**config.mk**
```make
export PLATFORM = sky130hd
export DESIGN_NAME = id_stage
export DESIGN_NICKNAME = d
export VERILOG_FILES = /design/src/verilog/id_pkg.sv /design/src/verilog/inst_decoder.sv /design/src/verilog/regfile.sv /design/src/verilog/operand_forward.sv /design/src/verilog/branch_unit.sv /design/src/verilog/id_stage.sv
export VERILOG_INCLUDE_DIRS = /design/src /design/src/verilog
export SDC_FILE = /design/constraint.sdc
export NUM_CORES = 2
export LEC_CHECK = 0
export BUFFER_PORTS_ARGS = -buffer_cell sky130_fd_sc_hd__buf_2
export CORE_UTILIZATION = 35
export DETAILED_ROUTE_END_ITERATION = 10
export SYNTH_ARGS = -nofsm -noshare
export SYNTH_HDL_FRONTEND = slang
export SYNTH_SLANG_ARGS = --single-unit
export TNS_END_PERCENT = 100
```
**constraint.sdc**
```tcl
create_clock -name clk -period 19.6 [get_ports clk]
set_clock_uncertainty 0.1 [all_clocks]
set_input_delay 2.94 -clock clk [delete_from_list [all_inputs] [get_ports clk]]
set_output_delay 2.94 -clock clk [all_outputs]
set_load 0.05 [all_outputs]
```
**src/verilog/id_config.svh**
```systemverilog
`ifndef ID_CONFIG_SVH
`define ID_CONFIG_SVH

// Datapath width, shared by register values and addresses
`define ID_XLEN 32

// Register file geometry
`define ID_REG_ADDR_W 5
`define ID_NUM_REGS 32

// One-hot ALU operation sent to EXE
`define ID_ALU_OP_W 12

// Memory op, taken from opcode bits 25:22 of loads and stores
`define ID_MEM_OP_W 4

// bl writes its return address here
`define ID_RA_REG 1

`endif

```
**src/verilog/id_pkg.sv**
```systemverilog
`include "id_config.svh"

package id_pkg;

    // Register value or address
    typedef logic [`ID_XLEN-1:0] word_t;

    // Raw instruction word from fetch
    typedef logic [31:0] inst_t;

    typedef logic [`ID_REG_ADDR_W-1:0] reg_addr_t;

    typedef logic [`ID_ALU_OP_W-1:0] alu_op_t;

    typedef logic [`ID_MEM_OP_W-1:0] mem_op_t;

    // Bit positions inside alu_op_t
    localparam int ALU_ADD  = 0;
    localparam int ALU_SUB  = 1;
    localparam int ALU_SLT  = 2;
    localparam int ALU_SLTU = 3;
    localparam int ALU_AND  = 4;
    localparam int ALU_NOR  = 5;
    localparam int ALU_OR   = 6;
    localparam int ALU_XOR  = 7;
    localparam int ALU_SLL  = 8;
    localparam int ALU_SRL  = 9;
    localparam int ALU_SRA  = 10;
    localparam int ALU_LUI  = 11;

endpackage

```
**src/verilog/inst_decoder.sv**
```systemverilog
`timescale 1ns/100ps
`include "id_config.svh"

module inst_decoder
    import id_pkg::*;
(
    input  inst_t     inst,
    output alu_op_t   alu_op,
    output logic      src1_is_pc,
    output logic      src2_is_imm,
    output logic      src_reg_is_rd,
    output logic      need_r1,
    output logic      need_r2,
    output word_t     imm,
    output word_t     br_offs,
    output logic      res_from_mem,
    output mem_op_t   mem_op,
    output logic      gr_we,
    output reg_addr_t dest,
    output logic      is_jirl,
    output logic      is_b_uncond,
    output logic      is_beq,
    output logic      is_bne,
    output logic      is_blt,
    output logic      is_bge,
    output logic      is_bltu,
    output logic      is_bgeu
);

    // Opcode fields
    wire [5:0]  op_31_26 = inst[31:26];
    wire [3:0]  op_25_22 = inst[25:22];
    wire [1:0]  op_21_20 = inst[21:20];
    wire [4:0]  op_19_15 = inst[19:15];
    wire reg_addr_t rd   = inst[4:0];

    // Immediate fields
    wire [4:0]  ui5 = inst[14:10];
    wire [11:0] i12 = inst[21:10];
    wire [15:0] i16 = inst[25:10];
    wire [19:0] i20 = inst[24:5];
    wire [25:0] i26 = {inst[9:0], inst[25:10]};

    // Three-register ALU ops
    wire ty_r       = (op_31_26 == 6'h00) & (op_25_22 == 4'h0) & (op_21_20 == 2'h1);
    wire inst_add_w = ty_r & (op_19_15 == 5'h00);
    wire inst_sub_w = ty_r & (op_19_15 == 5'h02);
    wire inst_slt   = ty_r & (op_19_15 == 5'h04);
    wire inst_sltu  = ty_r & (op_19_15 == 5'h05);
    wire inst_nor   = ty_r & (op_19_15 == 5'h08);
    wire inst_and   = ty_r & (op_19_15 == 5'h09);
    wire inst_or    = ty_r & (op_19_15 == 5'h0a);
    wire inst_xor   = ty_r & (op_19_15 == 5'h0b);
    wire inst_sll_w = ty_r & (op_19_15 == 5'h0e);
    wire inst_srl_w = ty_r & (op_19_15 == 5'h0f);
    wire inst_sra_w = ty_r & (op_19_15 == 5'h10);

    // Shifts by ui5
    wire ty_s        = (op_31_26 == 6'h00) & (op_25_22 == 4'h1) & (op_21_20 == 2'h0);
    wire inst_slli_w = ty_s & (op_19_15 == 5'h01);
    wire inst_srli_w = ty_s & (op_19_15 == 5'h09);
    wire inst_srai_w = ty_s & (op_19_15 == 5'h11);

    // Register-immediate ALU ops
    wire ty_i        = (op_31_26 == 6'h00) & op_25_22[3];
    wire inst_slti   = ty_i & (op_25_22 == 4'h8);
    wire inst_sltui  = ty_i & (op_25_22 == 4'h9);
    wire inst_addi_w = ty_i & (op_25_22 == 4'ha);
    wire inst_andi   = ty_i & (op_25_22 == 4'hd);
    wire inst_ori    = ty_i & (op_25_22 == 4'he);
    wire inst_xori   = ty_i & (op_25_22 == 4'hf);

    // Loads and stores share the major opcode
    wire ty_m    = (op_31_26 == 6'h0a);
    wire inst_ld = ty_m & (op_25_22 inside {4'h0, 4'h1, 4'h2, 4'h8, 4'h9});
    wire inst_st = ty_m & (op_25_22 inside {4'h4, 4'h5, 4'h6});

    wire inst_lu12i_w   = (inst[31:25] == 7'b0001010);
    wire inst_pcaddu12i = (inst[31:25] == 7'b0001110);

    wire inst_b  = (op_31_26 == 6'h14);
    wire inst_bl = (op_31_26 == 6'h15);
    wire br_cond = is_beq | is_bne | is_blt | is_bge | is_bltu | is_bgeu;

    wire logic_imm = inst_andi | inst_ori | inst_xori;
    wire need_si12 = (ty_i & ~logic_imm) | inst_ld | inst_st;
    wire need_si20 = inst_lu12i_w | inst_pcaddu12i;
    wire src2_is_4 = is_jirl | inst_bl;

    wire inst_known = (|alu_op) | br_cond | inst_b;

    assign is_jirl     = (op_31_26 == 6'h13);
    assign is_b_uncond = inst_b | inst_bl;
    assign is_beq      = (op_31_26 == 6'h16);
    assign is_bne      = (op_31_26 == 6'h17);
    assign is_blt      = (op_31_26 == 6'h18);
    assign is_bge      = (op_31_26 == 6'h19);
    assign is_bltu     = (op_31_26 == 6'h1a);
    assign is_bgeu     = (op_31_26 == 6'h1b);

    always_comb begin
        alu_op           = '0;
        alu_op[ALU_ADD]  = inst_add_w | inst_addi_w | inst_ld | inst_st |
                           is_jirl | inst_bl | inst_pcaddu12i;
        alu_op[ALU_SUB]  = inst_sub_w;
        alu_op[ALU_SLT]  = inst_slt | inst_slti;
        alu_op[ALU_SLTU] = inst_sltu | inst_sltui;
        alu_op[ALU_AND]  = inst_and | inst_andi;
        alu_op[ALU_NOR]  = inst_nor;
        alu_op[ALU_OR]   = inst_or | inst_ori;
        alu_op[ALU_XOR]  = inst_xor | inst_xori;
        alu_op[ALU_SLL]  = inst_sll_w | inst_slli_w;
        alu_op[ALU_SRL]  = inst_srl_w | inst_srli_w;
        alu_op[ALU_SRA]  = inst_sra_w | inst_srai_w;
        alu_op[ALU_LUI]  = inst_lu12i_w;
    end

    // Link value 4 wins over the other immediate kinds
    assign imm = ~inst_known ? '0 :
                 src2_is_4   ? word_t'(4) :
                 need_si20   ? {i20, 12'b0} :
                 need_si12   ? {{20{i12[11]}}, i12} :
                 logic_imm   ? {20'b0, i12} :
                 ty_s        ? {27'b0, ui5} :
                 '0;

    assign br_offs = is_b_uncond          ? {{4{i26[25]}}, i26, 2'b0} :
                     (is_jirl | br_cond)  ? {{14{i16[15]}}, i16, 2'b0} :
                     '0;

    assign src1_is_pc    = is_jirl | inst_bl | inst_pcaddu12i;
    assign src2_is_imm   = inst_known &
                           (ty_s | ty_i | inst_ld | inst_st | need_si20 | src2_is_4);
    assign src_reg_is_rd = inst_st | br_cond;

    // lu12i.w, pcaddu12i, b and bl read no rj
    assign need_r1 = inst_known &
                     (ty_r | ty_s | ty_i | inst_ld | inst_st | is_jirl | br_cond);
    assign need_r2 = inst_known & (ty_r | inst_st | br_cond);

    assign res_from_mem = inst_ld;
    assign mem_op       = (inst_ld | inst_st) ? op_25_22 : '0;
    assign gr_we        = inst_known & ~(inst_st | br_cond | inst_b);
    assign dest         = ~inst_known ? '0 :
                          inst_bl     ? reg_addr_t'(`ID_RA_REG) : rd;

endmodule

```
**src/verilog/regfile.sv**
```systemverilog
`timescale 1ns/100ps
`include "id_config.svh"

module regfile (
    input  logic                      clk,
    input  logic [`ID_REG_ADDR_W-1:0] raddr1,
    input  logic [`ID_REG_ADDR_W-1:0] raddr2,
    output logic [`ID_XLEN-1:0]       rdata1,
    output logic [`ID_XLEN-1:0]       rdata2,
    input  logic                      we,
    input  logic [`ID_REG_ADDR_W-1:0] waddr,
    input  logic [`ID_XLEN-1:0]       wdata
);

    logic [`ID_XLEN-1:0] regs [`ID_NUM_REGS];

    // r0 is never written
    always_ff @(posedge clk) begin
        if (we && (waddr != '0)) begin
            regs[waddr] <= wdata;
        end
    end

    // Combinational reads, r0 reads as zero
    assign rdata1 = (raddr1 == '0) ? '0 : regs[raddr1];
    assign rdata2 = (raddr2 == '0) ? '0 : regs[raddr2];

endmodule

```
**src/verilog/operand_forward.sv**
```systemverilog
`timescale 1ns/100ps

module operand_forward
    import id_pkg::*;
(
    input  reg_addr_t raddr1,
    input  reg_addr_t raddr2,
    input  word_t     rf_rdata1,
    input  word_t     rf_rdata2,
    input  logic      need_r1,
    input  logic      need_r2,
    input  logic      exe_rf_we,
    input  reg_addr_t exe_rf_waddr,
    input  word_t     exe_rf_wdata,
    input  logic      exe_res_from_mem,
    input  logic      mem_rf_we,
    input  reg_addr_t mem_rf_waddr,
    input  word_t     mem_rf_wdata,
    input  logic      mem_res_from_mem,
    input  logic      wb_rf_we,
    input  reg_addr_t wb_rf_waddr,
    input  word_t     wb_rf_wdata,
    output word_t     rj_value,
    output word_t     rkd_value,
    output logic      stall
);

    // Source matches a pending write, r0 never matches
    function automatic logic src_hit(input reg_addr_t src, input logic we,
                                     input reg_addr_t waddr);
        return (src != '0) && we && (src == waddr);
    endfunction

    logic r1_exe, r1_mem, r1_wb;
    logic r2_exe, r2_mem, r2_wb;

    assign r1_exe = src_hit(raddr1, exe_rf_we, exe_rf_waddr);
    assign r1_mem = src_hit(raddr1, mem_rf_we, mem_rf_waddr);
    assign r1_wb  = src_hit(raddr1, wb_rf_we, wb_rf_waddr);
    assign r2_exe = src_hit(raddr2, exe_rf_we, exe_rf_waddr);
    assign r2_mem = src_hit(raddr2, mem_rf_we, mem_rf_waddr);
    assign r2_wb  = src_hit(raddr2, wb_rf_we, wb_rf_waddr);

    // Youngest producer first
    assign rj_value  = r1_exe ? exe_rf_wdata :
                       r1_mem ? mem_rf_wdata :
                       r1_wb  ? wb_rf_wdata  : rf_rdata1;
    assign rkd_value = r2_exe ? exe_rf_wdata :
                       r2_mem ? mem_rf_wdata :
                       r2_wb  ? wb_rf_wdata  : rf_rdata2;

    // Load data not back yet in EXE or MEM
    assign stall = (exe_res_from_mem & ((r1_exe & need_r1) | (r2_exe & need_r2))) |
                   (mem_res_from_mem & ((r1_mem & need_r1) | (r2_mem & need_r2)));

endmodule

```
**src/verilog/branch_unit.sv**
```systemverilog
`timescale 1ns/100ps

module branch_unit
    import id_pkg::*;
(
    input  word_t rj_value,
    input  word_t rkd_value,
    input  word_t pc,
    input  word_t br_offs,
    input  logic  is_jirl,
    input  logic  is_b_uncond,
    input  logic  is_beq,
    input  logic  is_bne,
    input  logic  is_blt,
    input  logic  is_bge,
    input  logic  is_bltu,
    input  logic  is_bgeu,
    output logic  cond_met,
    output word_t br_target
);

    logic rj_eq_rd;
    logic rj_lt_rd;
    logic rj_ltu_rd;

    assign rj_eq_rd  = (rj_value == rkd_value);
    assign rj_lt_rd  = ($signed(rj_value) < $signed(rkd_value));
    assign rj_ltu_rd = (rj_value < rkd_value);

    // Jumps are always taken
    assign cond_met = (is_beq  &  rj_eq_rd)  |
                      (is_bne  & ~rj_eq_rd)  |
                      (is_blt  &  rj_lt_rd)  |
                      (is_bge  & ~rj_lt_rd)  |
                      (is_bltu &  rj_ltu_rd) |
                      (is_bgeu & ~rj_ltu_rd) |
                      is_jirl | is_b_uncond;

    // jirl is register relative, the rest PC relative
    assign br_target = (is_jirl ? rj_value : pc) + br_offs;

endmodule

```
**src/verilog/id_stage.sv**
```systemverilog
`timescale 1ns/100ps

module id_stage
    import id_pkg::*;
(
    input  logic      clk,
    input  logic      resetn,
    input  logic      if_to_id_valid,
    input  inst_t     inst,
    input  word_t     pc,
    output logic      id_allowin,
    output logic      br_taken,
    output word_t     br_target,
    input  logic      exe_allowin,
    output logic      id_to_exe_valid,
    output alu_op_t   alu_op,
    output word_t     alu_src1,
    output word_t     alu_src2,
    output logic      res_from_mem,
    output mem_op_t   mem_op,
    output logic      rf_we,
    output reg_addr_t rf_waddr,
    output word_t     store_data,
    output word_t     exe_pc,
    input  logic      exe_rf_we,
    input  reg_addr_t exe_rf_waddr,
    input  word_t     exe_rf_wdata,
    input  logic      exe_res_from_mem,
    input  logic      mem_rf_we,
    input  reg_addr_t mem_rf_waddr,
    input  word_t     mem_rf_wdata,
    input  logic      mem_res_from_mem,
    input  logic      wb_rf_we,
    input  reg_addr_t wb_rf_waddr,
    input  word_t     wb_rf_wdata
);

    logic      id_valid;
    inst_t     id_inst;
    word_t     id_pc;
    logic      stall;
    logic      cond_met;
    logic      src1_is_pc, src2_is_imm, src_reg_is_rd;
    logic      need_r1, need_r2, gr_we;
    logic      is_jirl, is_b_uncond, is_beq, is_bne;
    logic      is_blt, is_bge, is_bltu, is_bgeu;
    word_t     imm, br_offs;
    word_t     rf_rdata1, rf_rdata2;
    word_t     rj_value, rkd_value;
    reg_addr_t rf_raddr1, rf_raddr2;

    assign id_allowin      = ~id_valid | (~stall & exe_allowin);
    assign id_to_exe_valid = id_valid & ~stall;
    assign br_taken        = cond_met & id_valid & ~stall & exe_allowin;

    // A taken branch empties the stage and drops the fetch beat
    always_ff @(posedge clk) begin
        if (!resetn) begin
            id_valid <= 1'b0;
        end else if (br_taken) begin
            id_valid <= 1'b0;
        end else if (id_allowin) begin
            id_valid <= if_to_id_valid;
        end
    end

    always_ff @(posedge clk) begin
        if (if_to_id_valid && id_allowin && !br_taken) begin
            id_inst <= inst;
            id_pc   <= pc;
        end
    end

    // Stores and conditional branches read rd as the second source
    assign rf_raddr1 = id_inst[9:5];
    assign rf_raddr2 = src_reg_is_rd ? id_inst[4:0] : id_inst[14:10];

    assign alu_src1   = src1_is_pc ? id_pc : rj_value;
    assign alu_src2   = src2_is_imm ? imm : rkd_value;
    assign store_data = rkd_value;
    assign exe_pc     = id_pc;
    assign rf_we      = gr_we & id_valid;

    inst_decoder u_decoder (
        .inst(id_inst), .alu_op(alu_op),
        .src1_is_pc(src1_is_pc), .src2_is_imm(src2_is_imm),
        .src_reg_is_rd(src_reg_is_rd), .need_r1(need_r1), .need_r2(need_r2),
        .imm(imm), .br_offs(br_offs), .res_from_mem(res_from_mem),
        .mem_op(mem_op), .gr_we(gr_we), .dest(rf_waddr),
        .is_jirl(is_jirl), .is_b_uncond(is_b_uncond),
        .is_beq(is_beq), .is_bne(is_bne), .is_blt(is_blt),
        .is_bge(is_bge), .is_bltu(is_bltu), .is_bgeu(is_bgeu)
    );

    regfile u_regfile (
        .clk(clk), .raddr1(rf_raddr1), .raddr2(rf_raddr2),
        .rdata1(rf_rdata1), .rdata2(rf_rdata2),
        .we(wb_rf_we), .waddr(wb_rf_waddr), .wdata(wb_rf_wdata)
    );

    operand_forward u_forward (
        .raddr1(rf_raddr1), .raddr2(rf_raddr2),
        .rf_rdata1(rf_rdata1), .rf_rdata2(rf_rdata2),
        .need_r1(need_r1), .need_r2(need_r2),
        .exe_rf_we(exe_rf_we), .exe_rf_waddr(exe_rf_waddr),
        .exe_rf_wdata(exe_rf_wdata), .exe_res_from_mem(exe_res_from_mem),
        .mem_rf_we(mem_rf_we), .mem_rf_waddr(mem_rf_waddr),
        .mem_rf_wdata(mem_rf_wdata), .mem_res_from_mem(mem_res_from_mem),
        .wb_rf_we(wb_rf_we), .wb_rf_waddr(wb_rf_waddr), .wb_rf_wdata(wb_rf_wdata),
        .rj_value(rj_value), .rkd_value(rkd_value), .stall(stall)
    );

    branch_unit u_branch (
        .rj_value(rj_value), .rkd_value(rkd_value), .pc(id_pc), .br_offs(br_offs),
        .is_jirl(is_jirl), .is_b_uncond(is_b_uncond),
        .is_beq(is_beq), .is_bne(is_bne), .is_blt(is_blt),
        .is_bge(is_bge), .is_bltu(is_bltu), .is_bgeu(is_bgeu),
        .cond_met(cond_met), .br_target(br_target)
    );

endmodule

```
* After elaboration in Yosys (flattened, before gate mapping)
Memories as Yosys holds them, arrays and structs flattened. A register that Yosys moved wholly into a read port is not among the register bits.
Index checks and enable logic that the tools add are counted.
** Storage, ports and cells
- Bits in writable memories :: 1024
- ROM bits :: 0
- Bits of input ports :: 184
- Bits in latches :: 0
- Register bits after elaboration :: 65
- Memories kept :: 1
** Operators by class
- Add/subtract/negate cells :: 1
- Order comparisons :: 2
- Reduce and logical (&&, ||, !) cells :: 29
- Bitwise gates (word level) :: 115
- Div/mod/pow operators :: 0
- Shift operators :: 0
- Mux-type cells :: 26
- Equal/unequal tests :: 43
- $mul :: 0
** Memories
- u_regfile.regs :: words 32, bits a word 32, rd ports 2, clocked after memory_dff 1, wr ports 1, line regfile.sv:15 : logic [`ID_XLEN-1:0] regs [`ID_NUM_REGS];
** Operators with widths (number)
- $mux W32 :: 18
- $lt A32 B32 Y1 :: 2
- $or A1 B1 Y1 :: 57
- $eq A6 B5 Y1 const B :: 9
- $and A1 B1 Y1 :: 50
- $add A32 B32 Y32 :: 1
- $eq A32 B32 Y1 :: 1
- $eq A5 B4 Y1 const B :: 6
- $eq A5 B5 Y1 :: 6
- $mux W5 :: 5
- $eq A4 B4 Y1 const B :: 6
- $reduce_bool A5 Y1 :: 4
- $logic_and A1 B1 Y1 :: 15
- $logic_not A5 Y1 :: 3
- $eq A7 B4 Y1 const B :: 2
- $eq A4 B3 Y1 const B :: 3
- $reduce_or A12 Y1 :: 1
- $eq A5 B3 Y1 const B :: 2
- $eq A5 B5 Y1 const B :: 2
- $not A1 Y1 :: 8
- $eq A6 B4 Y1 const B :: 1
- $logic_not A6 Y1 :: 1
- $eq A5 B1 Y1 const B :: 1
- $eq A5 B2 Y1 const B :: 1
- other kinds (10) :: 11

* Depth between registers and ports, before layout
- Depth in word-level cells :: 30
- Depth in mapped cells :: 27
- Depth with buffers taken out :: 20

* By module
A second synthesis with hierarchy kept.
** Second synthesis, totals
- Cell total of the unflattened synthesis :: 3732
- Area, all modules :: 58768.9 µm²
** Modules (own cells, without submodules)
- regfile :: area each 47929.7 µm², cells each 2564, times used 1, sequential area each 30749.5 µm²
- operand_forward :: area each 3183.1 µm², cells each 376, times used 1, sequential area each 0.0 µm²
- id_stage :: area each 3149.3 µm², cells each 152, times used 1, sequential area each 1941.9 µm²
- branch_unit :: area each 2906.5 µm², cells each 392, times used 1, sequential area each 0.0 µm²
- inst_decoder :: area each 1600.3 µm², cells each 248, times used 1, sequential area each 0.0 µm²

* Worst setup path after synthesis
OpenSTA, ideal clock, no wires.
- Path kind :: input to output
- Start point :: in exe_rf_waddr[4]
- End point :: out br_target[30]
- Path buffers :: 1
- Path slack :: 8932 ps
- Cell stages on the path :: 17
- Data arrival time :: 7628 ps
- Required time :: 16560 ps
- Path through :: xnor2_1 > nand4_1 > nor3_1 > clkbuf_1 > mux2i_1 > o21ai_0 > ha_1 > fa_1 > a211o_1 > a2111oi_0 > o32ai_1 > a22oi_1 > o31ai_1 > a2111o_1 > a21o_1 > a21oi_1 > xnor2_1
** Between the ends
- Longest elaborated chain between the ends :: 5
** RTL lines
- start: declaration :: line id_stage.sv:26 : input reg_addr_t exe_rf_waddr,
- $eq A5 B5 Y1 :: line operand_forward.sv:31 : return (src != '0) && we && (src == waddr);
- $logic_and A1 B1 Y1 :: line operand_forward.sv:31
- $mux W32 :: line operand_forward.sv:45 : assign rj_value = r1_exe ? exe_rf_wdata :
- $mux W32 :: line branch_unit.sv:40 : assign br_target = (is_jirl ? rj_value : pc) + br_offs;
- $add A32 B32 Y32 :: line branch_unit.sv:40
- end: declaration :: line id_stage.sv:13 : output word_t br_target,
No other way between the ends.

* Worst setup path in the final report
- Start point :: reg id_inst[23]
- End point :: out br_taken
** Between the ends
- Longest elaborated chain between the ends :: 24
- Elaborated cells between the ends (all ways) :: 117
** RTL lines
- start: declaration :: line id_stage.sv:39 : inst_t id_inst;
- start signal: assignment :: line id_stage.sv:69 : id_inst <= inst;
- parallel branches: the longest is 22 deep, another holds $mem_v2 Z32 W32
- $and A1 B1 Y1 (*) (2 in a row) :: line id_stage.sv:54 : assign br_taken = cond_met & id_valid & ~stall & exe_allowin;
- end: declaration :: line id_stage.sv:12 : output logic br_taken,
Every way passes the cells marked *.

==> results.toml <==
[yosys]
synth_xor_area_frac = 0.00723
synth-edff-count = 1088
synth.distinct_cells = 98
synth_cells = 4826
muxShareOfSynthArea = 0.168
ys_seq_elements = 1094
async_reset_ff_frac = 0
synth_area_sq_um = 60600
ys_seq_area_frac = 0.541
synthAdderAreaFrac = 0.0129
yosys.area_share.simple = 0.109
ys.flop_type = "edfxtp_1"
yosysTopAreaCell = "edfxtp_1"
synth_top_family_by_area = "multiplexers"
post-synth-top-count-cell = "edfxtp_1"
synth.area.top_cells = "edfxtp_1 (54%), mux4_2 (12%), mux2i_1 (4.7%)"
synth-compound-area-share = 0.123
avgSynthCellArea_sq_um = 12.6
synth_top_cell_area_share = 0.539
synth_common_cells = "edfxtp_1 (1088), nand2_1 (636), mux4_2 (324)"
yosysWarningCount = 0

[run]
max-cap-violations = 0

[floorplan]
placement_rows = 152
die_y_um = 418
ios = 370
die_width_um = 418
die_area_sq_um = 175000
coreArea_sq_um = 172000
start_util = 0.353

[final_layout]
drive_gt1_frac = 0.215
post-route-util = 0.400
finalNetCount = 5325
areaGrowthSynthToFinish_pct = 13.3

[grt]
track_usage = 0.284
overflow = 0
grt_pass1_vias = 45600
grt_antenna_before_repair = 37
grt_pass1_wl_um = 352000
grt_max_degree = 140

[routing]
avgViaCountPerCell = 6.45
drtPass1Iterations = 8
drc_errors = 0
wire_per_inst_um = 34.2
vias = 48400
routed_wl_um = 256000
drt-initial-drc-count = 7273
ant_nets = 0

[place]
globalplace.congestion = 0.988
io_buffers = 369
pre_cts_slack_ns = 7.25
dpl.hpwl_um = 160000

[clock_tree]
cts_resized = 0
cts_made_buffers = 112
cts_max_path_buffers = 3
htree_levels = 3
cts_tree = "yes"
path_clk_slew_ns = 0.06
post_cts_buffers = 0
cts-root-buf = "clkbuf_16"
ctsHoldBuffers = 0
clock_latency_ns = 0.78
cts_sinks = 1094

[critical_path]
critPathRequiredTime_ns = 16.56
reg2reg_slack_ns = 8.37
cp.arrival_ns = 10.69
critPathCaptureType = "output pin"
worstSetupStartpointType = "flip-flop"
path_class = "flip-flop to output pin"
crit_end = "br_taken"
worstReg2RegStart = "id_inst[23]"
crit_start = "id_inst[23]"
r2r_cells = 23
critPathMaxFanout = 92

[power_and_ir_drop]
ir_worst_vdd_uv = 81.4
pwr_density_cell_nw_per_um2 = 99.9
p_total_mw = 6.86
p_leak_nw = 23.8

[timing]
tns_ns = 0
final_max_slew_viol_count = 0
worst_slew_pin_slew_ns = 1.36
hold_viol_final = 0
rsz0062_at_grt = "no"
worst_hold_slack_ns = 0.514
finalSetupViolCount = 0
period_needed_ns = 13.73
timing.final.ws_setup_ns = 5.87
fmax_mhz = 72.8
fin_crit_sh = 0.701
relSlewSlack = 0.0820

[hold_path]
hp-class = "flip-flop to flip-flop"

[status]
status = "completed"
==> area by class of cell <==
cell class              instances  area [sq um]
fillers                     16000        103000
flip-flops and latches       1094         32800
multi-input cells            3246         26100
repair buffers                515          2980
clock buffers                 146          2970
well taps                    2310          2890
clock inverters                58           460
inverters                     110           415
diodes                         21          52.6
==> stage by stage <==
step | cells | instance area (sq um)
3_3_place_gp | 7275 | 65200
5_1_grt | 7489 | 68600
6_report | 7500 | 68700
2_1_floorplan | 4857 | 60700
4_1_cts | 7479 | 68600
3_5_place_dp | 7275 | 65200
==> report_power, final <==
part	internal, mW	total [mW]	switching (mW)
registers	2.63	2.70	0.0729
logic	0.635	2.08	1.44
clock network	1.13	2.09	0.954
total	4.39	6.86	2.47
==> cells by family after synthesis <==
family / Yosys count
DFF: 1094
AOI/OAI and AO/OA: 1099
buffers and inverters: 517
adders and majority gates: 62
and+or+nand+nor: 1389
xor gates and xnor gates: 50
muxes: 614
other: 1
==> sequential cells by signal, summed over array words and instances, names as in the netlist, named ones only <==
| name | cells |
|---|---|
| u_regfile.regs | 1024 |
| exe_pc | 32 |
| id_inst | 32 |
| id_valid | 1 |
==> cells in the final DEF (no fill, tap or decap), types with 23 or more instances in the layout <==
cell       netlist  layout
mux2i_1        284     284
nand3_1        114     114
a21oi_1        269     268
a311o_1         29      29
mux4_2         324     324
buf_2          125     369
o21ai_1         33      26
ha_1            61      61
nor3_1          26      23
buf_4           27     143
o221ai_1        62      62
nand2_1        636     632
a211oi_1        40      40
conb_1           1      32
edfxtp_1      1088    1088
o21ai_0        181     181
clkinv_1         1      25
inv_1          108     106
o311ai_1        34      34
clkbuf_1       220      32
o21a_1          36      36
o22ai_1         92      89
nand2b_1       116     116
nor4_1          72      72
a22o_1          60      60
clkbuf_16        0     114
nand4_1        121     121
nor2_1         186     154
xnor2_1         35      35
nor2_4           0      33
a22oi_1         97      97
==> critical path: stages (launching register included) <==
cell and delay, ns:
edfxtp_1 0.70, a21oi_1 0.26, nand4_4 0.16, buf_4 0.47, buf_4 0.64, buf_4 0.63
nand3_1 0.32, nand2_8 0.72, buf_4 0.83, mux2i_1 0.35, o221ai_1 0.17, or4_1 0.75
a32oi_1 0.58, ha_1 0.34, nand3_1 0.22, a21oi_1 0.08, o41ai_1 0.98, a211oi_1 0.18
nor4_1 0.33, xnor2_1 0.12, a211oi_1 0.46, nand2b_1 0.19, nor2_1 0.05, buf_2 0.22
==> metal layers <==
layer / part of all wire / vias up / track usage
met1: 0.36 / 24300 / 0.353
met4: 0.075 / 22 / 0.188
li1: - / 19500 / -
met2: 0.45 / 3657 / 0.441
met3: 0.12 / 835 / 0.0687
met5: 0.00061 / - / 0
==> worst min-delay path by stage <==
stage                  start  endpoint  slack (ns)  cells after the start
floorplan           id_valid  id_valid        0.45                      2
global placement    id_valid  id_valid        0.50                      2
detailed placement  id_valid  id_valid        0.50                      2
CTS                 id_valid  id_valid        0.51                      2
global route        id_valid  id_valid        0.57                      2
finish              id_valid  id_valid        0.51                      2
No activity file was read; power rests on OpenSTA's default activity.
